File: src/isa_pkg.sv
package isa_pkg;

    // ISR word layout
    localparam int ISR_W      = 16;
    localparam int OPCODE_W   = 6;
    localparam int MODE_W     = 2;
    localparam int REG_W      = 3;
    localparam int NUM_REGS   = 8;

    localparam int OPCODE_LSB    = 10;
    localparam int FROM_MODE_LSB = 8;
    localparam int FROM_REG_LSB  = 5;
    localparam int TO_MODE_LSB   = 3;
    localparam int TO_REG_LSB    = 0;

    typedef logic [ISR_W-1:0]    isr_t;
    typedef logic [REG_W-1:0]    reg_num_t;
    typedef logic [NUM_REGS-1:0] reg_mask_t; // One bit per register, several may be set

    typedef enum logic [MODE_W-1:0] {
        MODE_DIRECT         = 2'b00,
        MODE_INDIRECT       = 2'b01,
        MODE_MINUS_INDIRECT = 2'b10,
        MODE_INDIRECT_PLUS  = 2'b11  // Pointer register updated
    } addr_mode_e;

    // Execute opcodes, NOP (0111xx) left unnamed
    typedef enum logic [OPCODE_W-1:0] {
        OP_HLT = 6'b000000,
        OP_CLR = 6'b000100,
        OP_ASL = 6'b001000,
        OP_ASR = 6'b001001,
        OP_RLC = 6'b001010,
        OP_RRC = 6'b001011,
        OP_LSL = 6'b001100,
        OP_LSR = 6'b001101,
        OP_ROL = 6'b001110,
        OP_ROR = 6'b001111,
        OP_MOV = 6'b010000,
        OP_JMP = 6'b010001,
        OP_RET = 6'b010010,
        OP_RIT = 6'b010011,
        OP_ADD = 6'b010100,
        OP_RJP = 6'b010101,
        OP_ADC = 6'b010110,
        OP_SUB = 6'b011000,
        OP_SBC = 6'b011010,
        OP_CMP = 6'b011011,
        OP_OR  = 6'b100000,
        OP_XOR = 6'b100001,
        OP_AND = 6'b100010,
        OP_BIT = 6'b100011,
        OP_MUL = 6'b100100,
        OP_JSR = 6'b101100,
        OP_RJS = 6'b101101,
        OP_SVC = 6'b101110,
        OP_BRN = 6'b110000,
        OP_BRZ = 6'b110001,
        OP_BRV = 6'b110010,
        OP_BRC = 6'b110011,
        OP_RBN = 6'b111000,
        OP_RBZ = 6'b111001,
        OP_RBV = 6'b111010,
        OP_RBC = 6'b111011
    } opcode_e;

    typedef struct packed {
        addr_mode_e mode;
        reg_num_t   num;
    } operand_t;

    typedef struct packed {
        opcode_e  opcode;
        operand_t from_op;
        operand_t to_op;
    } isr_fields_t;

    localparam reg_num_t REG_SP = 3'd6;
    localparam reg_num_t REG_PC = 3'd7;

endpackage

File: src/ctrl_pkg.sv
package ctrl_pkg;

    // One-hot cycle phases
    typedef struct packed {
        logic if0;
        logic if1;
        logic ff0;
        logic ff1;
        logic ff2;
        logic tf0;
        logic tf1;
        logic ex1;
        logic it0;
        logic it1;
        logic it2;
    } phase_t;

    typedef struct packed {
        logic n;
        logic z;
        logic v;
        logic c;
    } psw_t;

    typedef struct packed {
        logic x;
        logic y;
        logic z;
        logic u;
        logic v;
    } alu_ctl_t;

    typedef struct packed {
        logic en; // Shifter path selected
        logic a;
        logic b;
        logic c;
        logic d;
        logic e;
        logic r;
        logic l;
    } shift_ctl_t;

    typedef struct packed {
        alu_ctl_t   alu;
        shift_ctl_t shift;
        logic       set_psw;
        logic       branch_taken;
    } exec_ctl_t;

    // Registered control word
    typedef struct packed {
        isa_pkg::reg_mask_t read_sel;
        isa_pkg::reg_mask_t write_sel;
        alu_ctl_t           alu;
        shift_ctl_t         shift;
        logic               set_psw;
        logic               eit_gate;
        logic               oit_gate;
    } ctrl_word_t;

endpackage

File: src/isr_decode.sv
`timescale 1ns/10ps

module isr_decode (
    input  isa_pkg::isr_t        isr,
    output isa_pkg::isr_fields_t fields
);

    logic [isa_pkg::OPCODE_W-1:0] opcode_raw;
    logic [isa_pkg::MODE_W-1:0]   from_mode_raw;
    logic [isa_pkg::MODE_W-1:0]   to_mode_raw;
    isa_pkg::reg_num_t            from_num;
    isa_pkg::reg_num_t            to_num;

    // Only place the bit positions of the ISR are used
    assign opcode_raw    = isr[isa_pkg::OPCODE_LSB +: isa_pkg::OPCODE_W];
    assign from_mode_raw = isr[isa_pkg::FROM_MODE_LSB +: isa_pkg::MODE_W];
    assign from_num      = isr[isa_pkg::FROM_REG_LSB +: isa_pkg::REG_W];
    assign to_mode_raw   = isr[isa_pkg::TO_MODE_LSB +: isa_pkg::MODE_W];
    assign to_num        = isr[isa_pkg::TO_REG_LSB +: isa_pkg::REG_W];

    always_comb begin
        // Unlisted codes such as NOP keep their raw value
        fields.opcode       = isa_pkg::opcode_e'(opcode_raw);
        fields.from_op.mode = isa_pkg::addr_mode_e'(from_mode_raw);
        fields.from_op.num  = from_num;
        fields.to_op.mode   = isa_pkg::addr_mode_e'(to_mode_raw);
        fields.to_op.num    = to_num;
    end

endmodule

File: src/isr_execute.sv
`timescale 1ns/10ps

module isr_execute (
    input  isa_pkg::isr_fields_t fields,
    input  ctrl_pkg::phase_t     phase,
    input  ctrl_pkg::psw_t       psw,
    output ctrl_pkg::exec_ctl_t  exec
);

    isa_pkg::opcode_e op;
    logic             is_shift;
    logic             is_br;
    logic             is_rb;
    logic             is_sub_grp;
    logic             y_ops;
    logic             y_phase;
    logic             flag_sel;
    logic             from_mi;

    assign op = fields.opcode;

    assign is_shift = op inside {isa_pkg::OP_ASL, isa_pkg::OP_ASR, isa_pkg::OP_RLC,
                                 isa_pkg::OP_RRC, isa_pkg::OP_LSL, isa_pkg::OP_LSR,
                                 isa_pkg::OP_ROL, isa_pkg::OP_ROR};
    assign is_br    = op inside {isa_pkg::OP_BRN, isa_pkg::OP_BRZ,
                                 isa_pkg::OP_BRV, isa_pkg::OP_BRC};
    assign is_rb    = op inside {isa_pkg::OP_RBN, isa_pkg::OP_RBZ,
                                 isa_pkg::OP_RBV, isa_pkg::OP_RBC};
    assign is_sub_grp = op inside {isa_pkg::OP_SUB, isa_pkg::OP_SBC, isa_pkg::OP_CMP};

    // Opcodes that pass an operand through the B side
    assign y_ops = is_br | is_sub_grp |
                   (op inside {isa_pkg::OP_MOV, isa_pkg::OP_JMP, isa_pkg::OP_RET,
                               isa_pkg::OP_RIT, isa_pkg::OP_ADD, isa_pkg::OP_ADC,
                               isa_pkg::OP_RJP, isa_pkg::OP_JSR, isa_pkg::OP_RJS,
                               isa_pkg::OP_SVC});
    assign y_phase = phase.if0 | phase.if1 | phase.ff0 | phase.ff2 |
                     phase.tf0 | phase.tf1 | phase.ex1 | phase.it0 | phase.it1;

    assign from_mi = (fields.from_op.mode == isa_pkg::MODE_MINUS_INDIRECT);

    // Low opcode bits pick N, Z, V or C
    always_comb begin
        case (op[1:0])
            2'b00:   flag_sel = psw.n;
            2'b01:   flag_sel = psw.z;
            2'b10:   flag_sel = psw.v;
            default: flag_sel = psw.c;
        endcase
    end

    always_comb begin
        exec.alu.x = is_sub_grp | (phase.ff0 & from_mi);
        exec.alu.y = y_ops | y_phase;
        exec.alu.z = (op == isa_pkg::OP_OR) | is_rb;
        exec.alu.u = (op == isa_pkg::OP_SUB) | (op == isa_pkg::OP_CMP) |
                     (psw.c & (op inside {isa_pkg::OP_ADC, isa_pkg::OP_SBC})) |
                     phase.if1 | phase.tf1 | phase.it1; // Carry-in forced
        exec.alu.v = y_ops | y_phase | (op == isa_pkg::OP_XOR) | is_rb;

        exec.shift.en = is_shift;
        exec.shift.a  = (op == isa_pkg::OP_ASR);
        exec.shift.b  = (op == isa_pkg::OP_ROL);
        exec.shift.c  = op inside {isa_pkg::OP_LSR, isa_pkg::OP_ROL, isa_pkg::OP_RLC};
        exec.shift.d  = (op == isa_pkg::OP_ROR);
        exec.shift.e  = op inside {isa_pkg::OP_RLC, isa_pkg::OP_RRC};
        exec.shift.r  = op inside {isa_pkg::OP_ASR, isa_pkg::OP_ROR, isa_pkg::OP_RRC};
        exec.shift.l  = op inside {isa_pkg::OP_ASR, isa_pkg::OP_LSR, isa_pkg::OP_ROL,
                                   isa_pkg::OP_RLC};

        exec.set_psw = is_shift | is_sub_grp |
                       (op inside {isa_pkg::OP_CLR, isa_pkg::OP_MOV, isa_pkg::OP_ADD,
                                   isa_pkg::OP_ADC, isa_pkg::OP_OR, isa_pkg::OP_XOR,
                                   isa_pkg::OP_AND, isa_pkg::OP_BIT});

        exec.branch_taken = (is_br | is_rb) & flag_sel;
    end

endmodule

File: src/isr_result.sv
`timescale 1ns/10ps

module isr_result (
    input  logic                   clk,
    input  logic                   rst,
    input  isa_pkg::isr_fields_t   fields,
    input  ctrl_pkg::phase_t       phase,
    input  ctrl_pkg::exec_ctl_t    exec,
    input  logic                   eit,
    input  logic                   oit,
    output ctrl_pkg::ctrl_word_t   ctrl
);

    ctrl_pkg::ctrl_word_t ctrl_d;
    isa_pkg::opcode_e     op;
    logic                 from_ip;
    logic                 to_ip;
    logic                 to_direct;
    logic                 wr_grp;
    logic                 sp_pop;
    logic                 call_ex1;

    // One-hot mask for a register, empty when not enabled
    function automatic isa_pkg::reg_mask_t reg_bit(isa_pkg::reg_num_t num, logic en);
        reg_bit = en ? (isa_pkg::reg_mask_t'(1) << num) : '0;
    endfunction

    assign op        = fields.opcode;
    assign from_ip   = (fields.from_op.mode == isa_pkg::MODE_INDIRECT_PLUS);
    assign to_ip     = (fields.to_op.mode == isa_pkg::MODE_INDIRECT_PLUS);
    assign to_direct = (fields.to_op.mode == isa_pkg::MODE_DIRECT);
    assign sp_pop    = op inside {isa_pkg::OP_RET, isa_pkg::OP_RIT};
    assign call_ex1  = phase.ex1 &
                       (op inside {isa_pkg::OP_JSR, isa_pkg::OP_RJS, isa_pkg::OP_SVC});

    // Results written back to a direct destination
    assign wr_grp = op inside {isa_pkg::OP_CLR, isa_pkg::OP_ASL, isa_pkg::OP_ASR,
                               isa_pkg::OP_RLC, isa_pkg::OP_RRC, isa_pkg::OP_LSL,
                               isa_pkg::OP_LSR, isa_pkg::OP_ROL, isa_pkg::OP_ROR,
                               isa_pkg::OP_MOV, isa_pkg::OP_ADD, isa_pkg::OP_ADC,
                               isa_pkg::OP_RJP, isa_pkg::OP_OR, isa_pkg::OP_XOR,
                               isa_pkg::OP_AND};

    always_comb begin
        ctrl_d.read_sel =
            reg_bit(fields.from_op.num, phase.ff0 | (phase.ff1 & from_ip)) |
            reg_bit(fields.to_op.num, phase.tf0 | (phase.tf1 & to_ip)) |
            reg_bit(isa_pkg::REG_SP, sp_pop | phase.it0 | phase.it1) |
            reg_bit(isa_pkg::REG_PC, phase.if0 | phase.if1 |
                                     (phase.ex1 & (op == isa_pkg::OP_RJS)));

        ctrl_d.write_sel =
            reg_bit(fields.from_op.num, phase.ff0 | (phase.ff1 & from_ip)) |
            reg_bit(fields.to_op.num, (phase.tf1 & to_ip) | (wr_grp & to_direct)) |
            reg_bit(isa_pkg::REG_SP, phase.it1) |
            reg_bit(isa_pkg::REG_PC, phase.if1 | (op == isa_pkg::OP_JMP) | sp_pop |
                                     exec.branch_taken | call_ex1 | phase.it2);

        ctrl_d.alu     = exec.alu;
        ctrl_d.shift   = exec.shift;
        ctrl_d.set_psw = exec.set_psw;

        ctrl_d.eit_gate = phase.it2 & eit;
        ctrl_d.oit_gate = phase.it2 & ~eit & oit; // External request has priority
    end

    always_ff @(posedge clk) begin
        if (rst) begin
            ctrl <= '0;
        end else begin
            ctrl <= ctrl_d;
        end
    end

endmodule

File: src/isr_decoder_top.sv
`timescale 1ns/10ps

module isr_decoder_top (
    input  logic                 clk,
    input  logic                 rst,
    input  isa_pkg::isr_t        isr,
    input  ctrl_pkg::phase_t     phase,
    input  ctrl_pkg::psw_t       psw,
    input  logic                 eit,
    input  logic                 oit,
    output ctrl_pkg::ctrl_word_t ctrl
);

    isa_pkg::isr_fields_t fields;
    ctrl_pkg::exec_ctl_t  exec;

    isr_decode u_decode (
        .isr    (isr),
        .fields (fields)
    );

    isr_execute u_execute (
        .fields (fields),
        .phase  (phase),
        .psw    (psw),
        .exec   (exec)
    );

    // Only registered stage
    isr_result u_result (
        .clk    (clk),
        .rst    (rst),
        .fields (fields),
        .phase  (phase),
        .exec   (exec),
        .eit    (eit),
        .oit    (oit),
        .ctrl   (ctrl)
    );

endmodule

File: config.mk
export PLATFORM = sky130hd
export DESIGN_NAME = isr_decoder_top
export DESIGN_NICKNAME = d
export VERILOG_FILES = /design/src/isa_pkg.sv /design/src/ctrl_pkg.sv /design/src/isr_decode.sv /design/src/isr_execute.sv /design/src/isr_result.sv /design/src/isr_decoder_top.sv
export SDC_FILE = /design/constraint.sdc
export NUM_CORES = 1
export LEC_CHECK = 0
export ABC_AREA = 1
export BUFFER_PORTS_ARGS = -buffer_cell sky130_fd_sc_hd__buf_2
export CAP_MARGIN = 0
export CORE_AREA = 2 2 77 57
export CTS_CLUSTER_SIZE = 24
export DETAILED_ROUTE_END_ITERATION = 16
export DIE_AREA = 0 0 79 59
export GPL_ROUTABILITY_DRIVEN = 1
export GPL_TIMING_DRIVEN = 1
export PLACE_DENSITY = 0.71
export RECOVER_POWER = 50
export SYNTH_ARGS = -nofsm -noshare
export SYNTH_HDL_FRONTEND = slang
export SYNTH_SLANG_ARGS = --single-unit
export TNS_END_PERCENT = 20
File: constraint.sdc
create_clock -name clk -period 1.05 [get_ports clk]
set_clock_uncertainty 0.2 [all_clocks]
set_input_delay 0.0525 -clock clk [delete_from_list [all_inputs] [get_ports clk]]
set_output_delay 0.0525 -clock clk [all_outputs]
set_load 0.05 [all_outputs]
# After elaboration in Yosys (flattened, before gate mapping)
# Index checks and enable logic that the tools add are counted.
# W data, S select, Z words.
# word_totals
ff_bits,32
latchBits,0
mem_bits_rw,0
romBits,0
input_bits,35
output_inout_bits,32
word_cells,135
memories,0
# op_classes
addsub,0
multipliers,0
n_div,0
order_cmp,0
n_eq_ne,39
n_shift,2
muxes,8
n_bitwise,52
reduce_logical,16
# op_table
operator,n
$eq A6 B6 Y1 const B,15
$eq A6 B5 Y1 const B,10
$eq A6 B4 Y1 const B,8
$or A8 B8 Y8,6
$mux W8,5
$or A1 B1 Y1,34
$reduce_bool A16 Y1,1
$reduce_bool A8 Y1,2
$shl A1 B3 Y8 const A,2
$mux W7,2
$reduce_bool A3 Y1,4
$reduce_bool A4 Y1,3
$and A1 B1 Y1,11
$reduce_bool A10 Y1,1
$eq A2 B2 Y1 const B,4
$eq A6 B3 Y1 const B,1
$reduce_bool A2 Y1,3
$logic_not A2 Y1,2
$pmux W1 S3,1
$eq A2 B1 Y1 const B,1
$not A1 Y1,1

# Depth between registers and ports, before layout
# logic_depth
depth_word,11
mapped_depth,10
mapped_depth_nobuf,10

# By module
# A second synthesis with hierarchy kept.
# hier_totals
hier_cells,267
hier_area_um2,1774.2
# by_module_without_submodules
module,n_inst,cells_per_inst,area_each_um2,seq_area_each_um2
isr_result,1,169,1280.0,640.6
isr_execute,1,82,374.1,0.0
isr_decode,1,16,120.1,0.0

# Worst setup path before layout
# Ideal clock, no wire load.
# synth_timing
path_kind,input -> register
start,input isr[15]
end,register u_result.ctrl[16] (netlist name)
setup_time_ns,0.069
arrival_time_ns,0.864
required_time_ns,0.781
setup_slack_ns,-0.083
cell_stages,9
n_path_buf,0
path_cell_list,nor2_2 -> nand2_1 -> nor2_1 -> nor2_1 -> nand3_2 -> nand2_2 -> nand2_4 -> nand2_2 -> a21oi_2
# synth_via
elab_chain_len,8
elab_cells_between_ends,23
cone_classes,eq/ne (16); mux (1); bitwise (5); reduce/logical (1)
# synth_rtl
element,line,text
start: declaration,isr_decoder_top.sv:6,"input isa_pkg::isr_t isr,"
$eq A6 B3 Y1 (tied with other cells),isr_result.sv:37,"assign wr_grp = op inside {isa_pkg::OP_CLR, isa_pkg::OP_ASL, isa_pkg::OP_ASR,"
$reduce_bool A16 Y1 *,isr_result.sv:37,
$and A1 B1 Y1 *,isr_result.sv:54,"reg_bit(fields.to_op.num, (phase.tf1 & to_ip) | (wr_grp & to_direct)) |"
$or A1 B1 Y1 *,isr_result.sv:54,
$mux W8 *,isr_result.sv:25,reg_bit = en ? (isa_pkg::reg_mask_t'(1) << num) : '0;
$or A8 B8 Y8 *,isr_result.sv:53,"reg_bit(fields.from_op.num, phase.ff0 | (phase.ff1 & from_ip)) |"
$or A8 B8 Y8 *,isr_result.sv:54,
$or A8 B8 Y8 *,isr_result.sv:55,"reg_bit(isa_pkg::REG_SP, phase.it1) |"
# Mark *: on every way between the ends. The rest lies on a longest branch, timed or not.
# A chain may end at the register's enable or synchronous reset.

# Worst setup path after layout
# layout_timing
start,register u_result.ctrl[12] (netlist name)
end,output ctrl[12] in the netlist's numbering
# layout_lines
element,line,text
end: declaration,isr_decoder_top.sv:11,output ctrl_pkg::ctrl_word_t ctrl
# No word-level cell between the ends.

==> impl_results.md <==
- Outcome: complete, but fails checks
- Failing checks: hold timing
- Fin nets: 365
- Post-synth EDFFs: 0
- Drt via density: 4.838
- Placed Cells: 362
- Mapped cell area: 0.001515 mm2
- Sequential area share after synthesis: 42.28%
- Crit-path leading delay family: flip-flops
- Final setup vio count: 0
- Die width: 79 um
- TNS Setup: 0 ns
- Core area: 0.003851 mm2
- Crit Path Max Fanout: 1
- Worst-path clk slew: 0.08 ns
- Largest Register: u_result.ctrl
- Filler Cells Inserted: 316
- Post-synth net total: 245
- Num CTS Buffers: 5
- Post-DRT Antenna Nets: 0
- Routed WL: 4.894 mm
- Register share of total power: 39.7%
- Endpoints failing hold: 29
- Comb power frac: 24.1%
- Sw power: 935.4 uW
- Site Rows: 19
- Top-count cell post-synth: nand2_1
- Critical Path AT: 0.78 ns
- Largest net degree at the start of global routing: 22
- Antenna violations before repair: 0
- Share of cells above drive strength 1: 50.15%
- Initial core utilization: 39.34%
- Die Y: 59 um
- Die area: 0.004661 mm2
- Pwr per Cell Area: 1196 mW/mm2
- Cells after Synth: 210
- Crit Path Class: reg2out
- Hold Crit Depth: 3
- Dominant cells by area after synthesis: dfxtp_1 42%, nand2_1 10%, nand3_1 5.6%
- Global route overflow: 0
- Placer Congestion: 0.9286
- Number of hold buffers added after cts: 10
- Syn-to-layout area delta: 78.12%
- CTS tree: built
- Maximum clock frequency: 0.9679 GHz
- Commonest cells post-synth: 41 x nand2_1, 32 x dfxtp_1, 22 x inv_1
- Nature of the critical path startpoint: flip-flop
- Area occupied by multi-input gates: 819.5 um2
- Crit-path cells: buf_6
- Number of DRC markers in iteration 0: 159
- Number of remaining DRC errors: 0
- Vias in the first global route: 1539
- Relative slew slack: 75.36%
- WL/cell: 12.78 um
- Hold Path Origin: isr[12]
- Final Max Tran Viols: 0
- Clock buffer depth: 2
- Hold WS: -0.08403 ns
- Root buffer cell: clkbuf_8
- Fin crit share: 98.40%
- Hold WC Path Type: in2reg
- Finished Layout Cells: 383
- CP required: 0.80 ns
- Max Cap Viol: 0
- # IOs: 67
- Part of the power in the clock network: 36.2%
- H-tree Lvls: 2
- CP Capture Type: primary output
- WP buf/inv: 1
- Via count: 1853
- Final Util: 70.08%
- Int Power: 2291 uW
- Static leakage: 0.001309 uW
- Worst-margin pin slew: 0.3668 ns
- Mean Syn Cell Area: 7.215 um2
- Yosys top cell area share: 42.28%
- Ys flop type: dfxtp_1
- Hold path endpoint: u_result.ctrl[4]
- Synth Warn #: 0
- Drt first pass iters: 4
- Max reg flops: 32
- Fin crit period: 1.033 ns
- Async S/R FF share, synth: 0%
- Netlist cell types: 23
- Yosys reg bits: 32
- RSZ-0062 raised after global routing: yes
- FF+latch area: 654.4 um2
- First-pass GRT wire length: 7.176 mm
- Slowest stage delay, CP: 0.34 ns
- Diodes inserted: 0
- Clk sinks: 32
- Max VDD drop: 0.7330 mV
- Critical path's slowest cell: dfxtp_2
- Placed wire-length estimate: 3.592 mm
- Leading area contributor after synthesis: dfxtp_1
- GRT Resource Usage Total: 20.34%
- Biggest regs: u_result.ctrl x32
- Buffers on Ports: 66
- Net Sw Frac: 28.99%
[how the worst max path moves through the flow]
stage,start,to,slack [ns],cells past startpoint
floorplan,isr[15],u_result.ctrl[23],-0.0003,9
global placement,isr[15],u_result.ctrl[4],-0.27,6
detailed placement,isr[15],u_result.ctrl[18],-0.35,11
CTS,u_result.ctrl[31],ctrl[31],0.002,1
global route,phase[8],u_result.ctrl[15],-0.03,6
finish,u_result.ctrl[12],ctrl[12],0.02,1
[per-layer routing]
| layer | part of all wire (%) | routed length (um) | GRT usage, % |
|---|---|---|---|
| met2 | 44 | 2135 | 27.48 |
| met5 | 0 | 0 | 0 |
| met1 | 47 | 2294 | 30.95 |
| met4 | 0.96 | 47 | 7.635 |
| met3 | 8.5 | 416 | 5.030 |
[cells in the final DEF, fill, tap and decap left out, types with 2 or more instances in the layout]
cell,instances
nor2_1,16
clkbuf_1,4
nor2_2,3
nand3_1,17
buf_2,27
nor2_4,8
dlygate4sd3_1,9
buf_6,26
dfxtp_1,21
nor3_1,17
inv_2,7
nand2_1,38
a21oi_2,9
clkbuf_8,5
nand4_1,2
a31oi_1,5
inv_1,21
buf_12,2
clkbuf_4,2
dfxtp_2,11
buf_4,44
nand2_2,14
a21oi_1,10
[final cells by class]
class	instances	share of cell area [%]
clock buffer	6	2.689
clock inverter	2	1.298
inverter	28	3.894
multi-input combinational	147	30.37
sequential	32	24.25
tap	52	2.411
timing repair buffer	116	35.10
[power groups by stage]
stage / Clock (uW) / Combinational [uW] / Sequential (uW)
floorplan: 0 / 208 / 1450
global placement: 0 / 648 / 1290
detailed placement: 0 / 653 / 1290
CTS: 1180 / 719 / 1270
global route: 1250 / 825 / 1280
finish: 1170 / 777 / 1280
[metrics by stage]
stage          hold slack [ns]  area (um2)  total power [uW]  worst slack, ns
6_report              -0.08403        2699              3227          0.01680
5_1_grt               -0.08516        2699              3360         -0.03337
4_1_cts                -0.1151        2517              3170         0.001578
3_5_place_dp           0.03151        2202              1948          -0.3451
3_3_place_gp           0.03876        2202              1943          -0.2686
2_1_floorplan         -0.07092        1529              1658       -0.0002655
[logic make-up (layout without fill, tap and decap cells)]
family          Yosys count  count (layout)  share of synthesized area [%]
compound gates           29              29                          13.13
buf+inv                  31             152                          7.679
flops                    32              32                          42.28
simple gates            118             118                          36.91
[repair_timing]
item	in CTS	in global routing
hold endpoints to repair	29	27
pin swaps	1	9
setup buffers	0	3
setup endpoints to repair	41	39
gates resized for setup	41	55
(Power assumes the default switching activity.)
